**config.mk**
```make
export PLATFORM = sky130hd
export DESIGN_NAME = decode
export DESIGN_NICKNAME = d
export VERILOG_FILES = /design/src/common/isa_pkg.sv /design/src/common/pipe_pkg.sv /design/src/design/decode.sv
export SDC_FILE = /design/constraint.sdc
export NUM_CORES = 1
export LEC_CHECK = 0
export BUFFER_PORTS_ARGS = -buffer_cell sky130_fd_sc_hd__buf_2
export CELL_PAD_IN_SITES_DETAIL_PLACEMENT = 1
export CELL_PAD_IN_SITES_GLOBAL_PLACEMENT = 2
export CORE_UTILIZATION = 27
export DETAILED_ROUTE_END_ITERATION = 8
export PLACE_DENSITY = 0.87
export SYNTH_ARGS = -nofsm -noshare
export SYNTH_HDL_FRONTEND = slang
export SYNTH_SLANG_ARGS = --single-unit
export TNS_END_PERCENT = 10
```
**constraint.sdc**
```tcl
create_clock -name clk -period 12 [get_ports clk]
set_input_delay 1.2 -clock clk [delete_from_list [all_inputs] [get_ports clk]]
set_output_delay 1.2 -clock clk [all_outputs]
set_load 0.01 [all_outputs]
```
**src/common/isa_pkg.sv**
```systemverilog
// Core ISA definitions
`default_nettype none

package isa_pkg;

    localparam int NUM_REGS = 64;

    // Architectural register value and register number
    typedef logic [63:0] word_t;
    typedef logic [5:0]  reg_idx_t;

    // Fixed 32-bit instruction word
    typedef logic [31:0] inst_t;

    // Instruction field positions
    localparam int IMM_FORM_BIT = 31;
    localparam int OP_MSB       = 30;
    localparam int OP_LSB       = 28;
    localparam int RD_MSB       = 27;
    localparam int RD_LSB       = 22;
    localparam int RS1_MSB      = 21;
    localparam int RS1_LSB      = 16;
    localparam int RS2_MSB      = 15;
    localparam int RS2_LSB      = 10;
    localparam int IMM_MSB      = 15;
    localparam int IMM_LSB      = 0;

    // ALU operation codes with code 7 reserved and executed as add
    typedef enum logic [2:0] {
        ALU_ADD  = 3'd0,
        ALU_SUB  = 3'd1,
        ALU_AND  = 3'd2,
        ALU_OR   = 3'd3,
        ALU_XOR  = 3'd4,
        ALU_SHL  = 3'd5,
        ALU_SHR  = 3'd6,
        ALU_RSVD = 3'd7
    } alu_op_t;

endpackage

`default_nettype wire

```
**src/common/pipe_pkg.sv**
```systemverilog
// Pipeline shared types
`default_nettype none

package pipe_pkg;

    // Byte address of an instruction
    typedef logic [63:0] pc_t;

    // One busy flag per architectural register
    typedef logic [isa_pkg::NUM_REGS-1:0] busy_vec_t;

    // Program counter step for the fixed 32-bit encoding
    localparam pc_t INST_BYTES = 64'd4;

endpackage

`default_nettype wire

```
**src/design/decode.sv**
```systemverilog
// Instruction decode and issue
`timescale 1ns/100ps
`default_nettype none

module decode (
    input  logic               clk,
    input  logic               rst_n,
    input  isa_pkg::inst_t     fe_inst,
    input  pipe_pkg::pc_t      fe_pc,
    input  logic               fe_valid,
    output logic               de_ready,
    output isa_pkg::reg_idx_t  rs1_rn,
    output isa_pkg::reg_idx_t  rs2_rn,
    output isa_pkg::reg_idx_t  rd_rn,
    output isa_pkg::alu_op_t   op,
    output logic               imm_form,
    output isa_pkg::word_t     imm,
    output pipe_pkg::pc_t      pc,
    input  pipe_pkg::busy_vec_t busy_vec,
    output logic               issue
);

    isa_pkg::inst_t inst_q;
    pipe_pkg::pc_t  pc_q;
    logic           valid_q;
    logic           hazard;

    // Field extraction
    assign imm_form = inst_q[isa_pkg::IMM_FORM_BIT];
    assign op       = isa_pkg::alu_op_t'(inst_q[isa_pkg::OP_MSB:isa_pkg::OP_LSB]);
    assign rd_rn    = inst_q[isa_pkg::RD_MSB:isa_pkg::RD_LSB];
    assign rs1_rn   = inst_q[isa_pkg::RS1_MSB:isa_pkg::RS1_LSB];
    assign rs2_rn   = inst_q[isa_pkg::RS2_MSB:isa_pkg::RS2_LSB];
    assign imm      = isa_pkg::word_t'($signed(inst_q[isa_pkg::IMM_MSB:isa_pkg::IMM_LSB]));
    assign pc       = pc_q;

    // rs2 field overlaps the immediate in immediate form
    assign hazard = busy_vec[rs1_rn] || busy_vec[rd_rn] || (!imm_form && busy_vec[rs2_rn]);
    assign issue    = valid_q && !hazard;
    assign de_ready = !valid_q || issue;

    always_ff @(posedge clk or negedge rst_n) begin
        if (!rst_n) begin
            valid_q <= 1'b0;
        end else if (fe_valid && de_ready) begin
            valid_q <= 1'b1;
        end else if (issue) begin
            valid_q <= 1'b0;
        end
    end

    always_ff @(posedge clk) begin
        if (fe_valid && de_ready) begin
            inst_q <= fe_inst;
            pc_q   <= fe_pc;
        end
    end

endmodule

`default_nettype wire

```
==> metrics.md, run 1 <==
| Metric | Value |
|---|---|
| Total Neg Setup Slack | 0 ns |
| CTS clk-pin slew, worst paths | 0.08 ns |
| Core area | 0.0186 mm^2 |
| DRT Wirelength | 16.2 mm |
| RSZ-0062 raised after global routing | false |
| Gr usage total | 16.3% |
| DIE HEIGHT | 140 um |
| Drt pass-1 iters | 4 |
| HPWL after DPL | 12.7 mm |
| Worst vdd ir | 0.0921 mV |
| Async set or reset register ratio after synthesis | 1.03% |
| Final RePlAce weighted congestion | 0.830 |
| Worst hold path class | in2async |
| IO buf count | 314 |
| Die area | 0.0196 mm^2 |
| Cts bufs inserted | 9 |
| Register area share after synthesis | 56.7% |
| Crit-path max FO | 15 |
| Setup bufs post-CTS | 0 |
| Vias in the first global route | 4089 |
| Post-DR wirelength/cell | 20.8 um |
| Post-synth net total | 446 |
| CTS tree | yes |
| Share of cells above drive strength 1 | 69.4% |
| YS warnings | 0 |
| Final Power | 1.23 mW |
| Pin count of the biggest net entering global routing | 97 |
| Initial DRC count | 183 |
| Reg2reg setup slack | 7.88 ns |
| Row Count | 50 |
| Initial Util | 27.5% |
| Reg2reg start | inst_q[16] |
| Logic pwr share | 32.4% |
| Net Sw Frac | 34.7% |
| CTS Hold Bufs | 0 |
| WP data required | 10.80 ns |
| Number of flops mapped to enable cells by yosys | 96 |
| Sw Pwr | 428 uW |
| CP arrival | 3.15 ns |
| Die Span X | 140 um |
| Max-Cap Viols | 0 |
| Reg-to-reg endpoint | pc[7] |
| Sequential share of power | 44.3% |
| Slew @ Worst Pin | 1.28 ns |
| Int Power | 805 uW |
| Tmin final | 4.35 ns |
| Final ANT Viol Nets | 0 |
| Power per Cell Area | 182 mW/mm^2 |
| Worst setup SP type | register |
| Synthesis-to-finish area growth | 31.7% |
| Clock Skews | 0.00916 ns |
| CTS sink count | 97 |
| H-tree depth | 3 |
| Max-slew headroom | 14.4% |
| DRC errors left | 0 |
| Max clock buf depth | 2 |
| Status | finished clean |
| IO Pins | 315 |
| Yosys reg bits | 97 |
| Global route overflow | 0 |
| Fin. max-slew vios | 0 |
| Final setup violation count | 0 |
| Final Hold Viols | 0 |
| Leakage | 2.88 nW |
| Vias | 3743 |
| Crit end category | output pin |
| CP Class | reg2out |
| Antenna violations before repair | 1 |
| Synth Area per Inst | 18.1 um^2 |
| Most used cell, CP | mux2i_1 |
| Final nets | 703 |
| CP max-delay cell | edfxtp_1 |
| Fmax | 230 MHz |
| Worst R2R Path Depth | 7 |
| Part of the cycle the worst path needs | 36.2% |
| DR vias/cell | 4.80 |
| Clk pwr share | 23.3% |
| Max incr delay on CP | 1.04 ns |
| Worst-Skew Late Latency | 0.34 ns |
| Top_reg_cell synth | edfxtp_1 |
| CTS root buffer | clkbuf_16 |
| Number of library cell types mapped by synthesis | 41 |
| Worst path cell trace | mux4_2 -> mux2i_1 -> mux2i_1 -> mux2i_1 -> o211ai_1 -> nor3_1 -> buf_2 |
| First-pass GRT wire length | 23.5 mm |
| Cell count after synthesis | 283 |
| Post-Syn Area | 0.00513 mm^2 |
| Resize count post-CTS | 0 |
==> power groups by stage <==
stage                     combinational (mW)  clock, mW  sequential, mW
after detailed placement               0.406          0           0.557
after global routing                   0.430      0.305           0.559
after floorplan                        0.267          0           0.572
after CTS                              0.408      0.298           0.550
after global placement                 0.397          0           0.552
final                                  0.400      0.287           0.547
==> worst max-delay path by stage <==
stage	start	endpoint	depth (start not counted)	slack, ns
floorplan	busy_vec[25]	inst_q[0]	6	1.90
global placement	busy_vec[39]	de_ready	8	7.79
detailed placement	busy_vec[39]	pc[18]	8	7.72
CTS	inst_q[16]	de_ready	7	7.54
global route	inst_q[16]	de_ready	7	7.34
finish	inst_q[16]	issue	7	7.65
==> synth_stat cells (all sizes together) (2+ instances only) <==
cell type,n,share of area (%)
nor3b,2,0.29
clkbuf,6,1.2
o21ai,2,0.20
mux2,3,0.66
nor2b,2,0.29
a311oi,2,0.34
buf,64,9.7
a31oi,2,0.24
edfxtp,96,56
inv,4,0.29
nor3,4,0.39
o211ai,2,0.29
mux4,48,22
mux2i,21,4.1
nand2,5,0.37
==> critical path: cells and delay by family, from the launching register on <==
kind	cells	cell delay (ns)
AOI/OAI and AO/OA	1	0.23
and+or+nand+nor	1	0.22
muxes	4	1.12
DFF	1	1.04
buffers and inverters	1	0.18
==> area by class of cell <==
cell class,instances,area (um^2)
diodes,1,2.50
clock buffers,9,225
clock inverters,7,71.3
fillers,2050,11900
inverters,4,15.0
multi-input cells,112,1660
flip-flops and latches,97,2910
well taps,234,293
repair buffers,316,1590
==> state kept, by name, indices dropped and copies added (netlist names) <==
| register | flops |
|---|---|
| pc | 64 |
| valid_q | 1 |
| inst_q | 32 |
==> cells in the final DEF, fill, tap and decap left out, types with 2 or more instances in the layout <==
cell,synthesis,routed
nand2_1,5,5
nor3b_1,2,2
o21ai_0,2,2
clkbuf_16,0,9
mux2_2,3,3
mux4_2,37,37
buf_2,2,314
a31oi_1,2,2
inv_1,4,4
a311oi_1,2,2
o211ai_1,2,2
buf_4,58,2
inv_8,0,3
edfxtp_1,96,96
nor3_1,4,4
mux4_1,11,11
mux2i_1,21,21
==> per-layer routing <==
metal	global-route usage (%)	share of wire [%]	wire, um
met1	18.3	37	5950
met2	29.3	52	8500
met3	4.68	9.2	1490
met4	5.32	1.6	257
met5	0	0	0
==> cell families after synthesis <==
kind of cell    count (synthesis)  synth area share, %
compound gates                 18                 2.88
buf+inv                        74                 11.2
flops                          97                 56.7
mux                            72                 26.6
simple gates                   22                 2.58
==> stage by stage <==
step | instance area, um^2 | utilization [%] | hold slack [ns] | instances | worst slack [ns]
3_5_place_dp | 6460 | 34.7 | 0.656 | 763 | 7.72
6_report | 6760 | 36.3 | 0.621 | 780 | 7.65
5_1_grt | 6760 | 36.2 | 0.605 | 779 | 7.34
3_3_place_gp | 6460 | 34.7 | 0.649 | 763 | 7.79
4_1_cts | 6760 | 36.2 | 0.607 | 779 | 7.54
2_1_floorplan | 5130 | - | 0.561 | 283 | 1.90
No activity file was read; power rests on OpenSTA's default activity.
==> run 2: changes to the inputs <==
--- a/config.mk
+++ b/config.mk
@@ -5,12 +5,13 @@
 export SDC_FILE = /design/constraint.sdc
 export NUM_CORES = 1
 export LEC_CHECK = 0
+export ABC_AREA = 1
 export BUFFER_PORTS_ARGS = -buffer_cell sky130_fd_sc_hd__buf_2
 export CELL_PAD_IN_SITES_DETAIL_PLACEMENT = 1
 export CELL_PAD_IN_SITES_GLOBAL_PLACEMENT = 2
-export CORE_UTILIZATION = 27
+export CORE_UTILIZATION = 21
 export DETAILED_ROUTE_END_ITERATION = 8
-export PLACE_DENSITY = 0.87
+export PLACE_DENSITY = 0.82
 export SYNTH_ARGS = -nofsm -noshare
 export SYNTH_HDL_FRONTEND = slang
 export SYNTH_SLANG_ARGS = --single-unit
==> constraint.sdc (replaced) <==
create_clock -name clk -period 4 [get_ports clk]
set_input_delay 0.4 -clock clk [delete_from_list [all_inputs] [get_ports clk]]
set_output_delay 0.4 -clock clk [all_outputs]
set_load 0.01 [all_outputs]
==> run 2 against run 1 <==
Compared with the run above: synthesized area rose by 5.7%; non-clock buffer count rose by 8; clock skew rose by 0.0011 ns; worst setup slack got worse by 6.8 ns; register-to-register slack got worse by 7.0 ns; sequential share of layout area fell by 2.4 points; sequential cell count did not move; largest power group unchanged.
==> metrics.md, run 2 <==
| Metric | Value |
|---|---|
| Final ANT Viol Nets | 0 |
| Reg2reg setup slack | 0.84 ns |
| Fill cell count | 3094 |
| Total Neg Setup Slack | 0 ns |
| Gr usage total | 16.1% |
| Clock Skews | 0.0103 ns |
| Part of the cycle the worst path needs | 79.1% |
| DRT Wirelength | 21.6 mm |
| Final instance area | 0.00716 mm^2 |
| Power per Cell Area | 561 mW/mm^2 |
| Yosys reg bits | 97 |
| Sw Pwr | 1.60 mW |
| Synth top area share | 53.2% |
| Vias | 5172 |
| Register area share after synthesis | 53.6% |
| Worst vdd ir | 0.268 mV |
| Max-slew headroom | 23.6% |
| Worst hold path class | in2reg |
| Post-synth net total | 777 |
| Clk pwr share | 21.6% |
| Leakage | 3.37 nW |
| Ranking of synthesized cells by area | edfxtp_1 (53%), nand2_1 (17%), nand3_1 (15%), buf_4 (9.0%), buf_6 (2.3%) |
| YS warnings | 0 |
| CP Class | reg2reg |
| Setup ws final | 0.836 ns |
| Biggest area consumer among synthesized cells | edfxtp_1 |
| Max clock buf depth | 2 |
| CTS Hold Bufs | 1 |
| Layout Utilization | 28.4% |
| Reg2reg start | inst_q[17] |
| Final setup violation count | 0 |
| Async set or reset register ratio after synthesis | 1.03% |
| Pin count of the biggest net entering global routing | 53 |
| Synth Area per Inst | 8.83 um^2 |
| Resize count post-CTS | 0 |
| WP data required | 4.02 ns |
| Worst R2R Path Depth | 12 |
| Die area | 0.0265 mm^2 |
| CP arrival | 3.18 ns |
| Max-Cap Viols | 0 |
| Slew @ Worst Pin | 1.15 ns |
| Net Sw Frac | 39.8% |
| Number of flops mapped to enable cells by yosys | 96 |
| # diodes | 0 |
| CTS tree | yes |
| Fmax | 316 MHz |
| Post-Syn Area | 0.00542 mm^2 |
| H-tree depth | 3 |
| CTS clk-pin slew, worst paths | 0.08 ns |
| Crit-path max FO | 21 |
| Worst setup SP type | register |
| Antenna violations before repair | 3 |
| Status | finished clean |
| Initial DRC count | 239 |
| Most frequent cells in the layout | buf_2 (314), nand2_1 (245), nand3_1 (159) |
| HPWL after DPL | 17.0 mm |
| Final RePlAce weighted congestion | 0.782 |
| Crit end category | register |
| Final Power | 4.02 mW |
| Number of library cell types mapped by synthesis | 16 |
| IO Pins | 315 |
| Synthesis-to-finish area growth | 32.1% |
| Logic pwr share | 39.1% |
| Int Power | 2.42 mW |
| Share of cells above drive strength 1 | 40.3% |
| Area post-placement | 0.00684 mm^2 |
| IO buf count | 314 |
| DR vias/cell | 4.32 |
| Final Hold Viols | 0 |
| Number of cells on the worst hold path | 1 |
| Post-DR wirelength/cell | 18.0 um |
| Row Count | 58 |
| Global route overflow | 0 |
| Final nets | 1025 |
| Worst-Skew Late Latency | 0.34 ns |
| Tmin final | 3.16 ns |
| DIE HEIGHT | 163 um |
| Critical Path Source | inst_q[17] |
| CP endpoint | pc[60] |
| Setup WS pre-CTS | 0.802 ns |
| First-pass GRT wire length | 31.9 mm |
| Core area | 0.0253 mm^2 |
| Most common cell after layout, fill and taps aside | buf_2 |
| Initial Util | 21.5% |
| DRC errors left | 0 |
| Die Span X | 163 um |
| CTS root buffer | clkbuf_16 |
| Drt pass-1 iters | 4 |
| Most frequent cell after synthesis | nand2_1 |
| Fin. max-slew vios | 0 |
| Cell count after synthesis | 614 |
| Vias in the first global route | 5505 |
| CTS sink count | 97 |
| Sequential share of power | 39.3% |
| RSZ-0062 raised after global routing | false |
| Largest register FFs | 64 |
| Setup bufs post-CTS | 0 |
| Reg-to-reg endpoint | pc[60] |
| Cts bufs inserted | 9 |
| Commonest cells in the netlist | nand2_1 (245), nand3_1 (159), edfxtp_1 (96) |
| Top_reg_cell synth | edfxtp_1 |
run 2: cell count changes in the layout (fill, tap and decap cells not counted), moves of 3 or more:
cell and delta:
buf_4 +5, inv_1 +8, inv_4 +5, mux2_2 -3, mux2i_1 -21, mux4_1 -11, mux4_2 -37, nand2_1 +240
nand3_1 +158, nand3b_1 +3, nor3_1 -4
run 2: cell type report:
cell class / instances / area (um^2) / area share (%)
Sequential cell: 97 / 2910 / 40.6
Multi-Input combinational cell: 412 / 1780 / 24.8
Timing Repair Buffer: 324 / 1670 / 23.4
Tap cell: 330 / 413 / 5.77
Clock buffer: 9 / 225 / 3.14
Clock inverter: 7 / 85.1 / 1.19
Inverter: 18 / 80.1 / 1.12
run 2: worst min-delay path by stage:
stage	from	endpoint	slack, ns
2_1_floorplan	rst_n	valid_q	0.10
4_1_cts	fe_pc[35]	pc[35]	0.21
6_report	fe_pc[57]	pc[57]	0.22
3_5_place_dp	rst_n	valid_q	0.18
3_3_place_gp	rst_n	valid_q	0.18
5_1_grt	fe_pc[41]	pc[41]	0.21
run 2: power by group through the flow:
stage               combinational (mW)  clock, mW  sequential, mW
floorplan                        0.983          0            1.68
global placement                  1.58          0            1.60
detailed placement                1.60          0            1.61
CTS                               1.60      0.896            1.59
global route                      1.74      0.921            1.61
finish                            1.57      0.867            1.58
run 2: routing by layer:
layer  global-route usage (%)  share of wire [%]
met1                     17.9                 39
met2                     29.8                 52
met3                     4.33                7.2
met4                     4.76                1.7
met5                        0               0.17
run 2: critical path: stages (launching register included):
cell and delay [ns]:
edfxtp_1 0.77, inv_4 0.38, nand3_1 0.12, nand3_1 0.10
nand2_1 0.10, nand2_1 0.07, nand3_1 0.08, nand3_1 0.08
nand2_1 0.06, nor2_2 0.14, nand2_2 0.11, a21oi_4 0.41
buf_4 0.38
run 2: cell families after synthesis:
family	synth area share, %
simple gates	32.5
buf+inv	13.8
flops	53.6
compound gates	0.162
run 2: per-stage QoR:
step | cells | hold slack, ns
finish | 1197 | 0.224
global route | 1197 | 0.209
CTS | 1197 | 0.207
detailed placement | 1180 | 0.175
global placement | 1180 | 0.175
floorplan | 614 | 0.104
==> run 3: changes to the inputs <==
==> constraint.sdc (replaced) <==
create_clock -name clk -period 2.8 [get_ports clk]
set_input_delay 0.28 -clock clk [delete_from_list [all_inputs] [get_ports clk]]
set_output_delay 0.28 -clock clk [all_outputs]
set_load 0.01 [all_outputs]
==> run 3 against run 2 <==
Compared with the run above: worst setup slack got worse by 0.72 ns; cell count increased by 1.7%; design area increased by 5.0%; non-clock buffer count increased by 19; clock-buffer cell count unchanged; fmax increased by 18%; clock skew increased by 0.0011 ns; wire length increased by 1.8%; clock power increased by 50%; via count increased by 0.77%; largest cell class unchanged; highest routed layer unchanged.
==> metrics.md, run 3 (synthesis gave the netlist of run 2 again) <==
| Metric | Value |
|---|---|
| Status | finished clean |
| Final RePlAce weighted congestion | 0.799 |
| CTS root buffer | clkbuf_16 |
| Fill cell count | 3094 |
| Core area | 0.0253 mm^2 |
| Pin count of the biggest net entering global routing | 51 |
| Row Count | 58 |
| Final ANT Viol Nets | 0 |
| DRT Wirelength | 22.0 mm |
| Slew @ Worst Pin | 0.378 ns |
| Crit-path max FO | 19 |
| Vias in the first global route | 5564 |
| Worst-Skew Late Latency | 0.34 ns |
| Total Neg Setup Slack | 0 ns |
| Cts bufs inserted | 9 |
| Max clock buf depth | 2 |
| Layout Utilization | 29.8% |
| Vias | 5212 |
| H-tree depth | 3 |
| RSZ-0062 raised after global routing | true |
| Worst path cell trace | buf_12 -> clkbuf_16 -> nand2_1 -> nand3_1 -> nand3_1 -> nand2_1 -> nand2_1 -> nand3_2 -> nand3_1 -> nand2_1 -> nor2_2 -> nand2_2 -> buf_4 -> a21oi_4 -> buf_12 -> clkbuf_16 |
| CTS tree | yes |
| DRC errors left | 0 |
| Initial Util | 21.5% |
| Gr usage total | 16.0% |
| Most frequent cells in the layout | buf_2 (312), nand2_1 (243), nand3_1 (156) |
| Die Span X | 163 um |
| Max-Cap Viols | 0 |
| Final Hold Viols | 0 |
| Tmin final | 2.68 ns |
| CTS clk-pin slew, worst paths | 0.08 ns |
| Synthesis-to-finish area growth | 38.7% |
| Final nets | 1044 |
| Drt pass-1 iters | 4 |
| Antenna violations before repair | 3 |
| Fin. max-slew vios | 0 |
| HPWL after DPL | 17.2 mm |
| CP max-delay cell | edfxtp_1 |
| Leakage | 3.54 nW |
| Post-DR wirelength/cell | 18.0 um |
| IO Pins | 315 |
| Max-slew headroom | 74.8% |
| First-pass GRT wire length | 31.7 mm |
| Share of cells above drive strength 1 | 42.2% |
| IO buf count | 314 |
| DIE HEIGHT | 163 um |
| Die area | 0.0265 mm^2 |
| Power per Cell Area | 817 mW/mm^2 |
| Worst vdd ir | 0.525 mV |
| CTS sink count | 97 |
| Delay-heaviest family, CP | buffers and inverters |
| CP Class | reg2reg |
| Final Power | 6.15 mW |
| CP arrival | 2.73 ns |
| Clock Skews | 0.0114 ns |
| WP data required | 2.84 ns |
| Crit end category | register |
| Worst hold margin | 0.108 ns |
| Final setup violation count | 0 |
| Most common cell after layout, fill and taps aside | buf_2 |
| Global route overflow | 0 |
| Worst hold path class | in2reg |
| Most used cell, CP | nand2_1 |
| Largest register FFs | 64 |
| CP Buf/Inv Count | 5 |
| Part of the cycle the worst path needs | 95.8% |
| DR vias/cell | 4.28 |
| Initial DRC count | 178 |
| Worst setup SP type | register |
| Max incr delay on CP | 0.54 ns |
| Fmax | 373 MHz |
==> run 3: changes by cell type in the layout (fill, tap and decap cells not counted), moves of 5 or more <==
cell / previous run / this run
inv_6: 1 / 6
buf_6: 0 / 5
buf_4: 7 / 13
buf_12: 2 / 7
==> run 3: area by class of cell <==
cell class | instances | area [um^2] | area share, %
diodes | 1 | 2.50 | 0.0333
clock buffers | 9 | 225 | 2.99
clock inverters | 7 | 92.6 | 1.23
inverters | 18 | 90.1 | 1.20
multi-input cells | 412 | 1810 | 24.0
flip-flops and latches | 97 | 2910 | 38.6
well taps | 330 | 413 | 5.49
repair buffers | 343 | 1980 | 26.4
==> run 3: final timing paths <==
path                                  end  cells after the start        from  slack (ns)
worst max register to register     pc[62]                     16  inst_q[22]        0.12
min in group asynchronous         valid_q                      2       rst_n        0.23
worst max-delay path               pc[62]                     16  inst_q[22]        0.12
max in group asynchronous         valid_q                      2       rst_n        2.48
worst min-delay path            inst_q[1]                      1  fe_inst[1]        0.11
worst min register to register    valid_q                      3     valid_q        0.72
==> run 3: what timing repair did <==
item | 4_1_cts | 5_1_grt
gates resized for setup | 0 | 23
endpoints found under the hold margin | 1 | 0
setup endpoints to repair | 0 | 91
hold buffers | 1 | 0
buffers inserted | 0 | 4
==> run 3: through the flow <==
stage,cell area [um^2],instances,setup slack (ns)
final,7520,1217,0.119
after global routing,7520,1216,-0.0333
after CTS,7290,1208,0.0719
after detailed placement,6960,1191,0.252
after global placement,6960,1191,0.282
after floorplan,5430,614,-0.771
==> run 3: worst reg2reg max path: stages, from the launching register on <==
cell and delay [ns]:
edfxtp_1 0.54, buf_12 0.20, clkbuf_16 0.16, nand2_1 0.07, nand3_1 0.08, nand3_1 0.08
nand2_1 0.07, nand2_1 0.07, nand3_2 0.08, nand3_1 0.09, nand2_1 0.06, nor2_2 0.14
nand2_2 0.09, buf_4 0.15, a21oi_4 0.14, buf_12 0.16, clkbuf_16 0.21
==> run 3: power breakdown <==
part / internal (mW) / switching [mW]
registers: 2.04 / 0.150
logic: 1.04 / 1.62
clock network: 0.720 / 0.576
==> run 3: metal layers <==
metal,vias to the layer above,part of all wire [%],GRT usage [%]
met5,-,0.11,0
met4,4,2.4,5.61
met3,32,7.3,4.53
met2,199,52,29.0
met1,2433,39,17.8
li1,2544,-,-
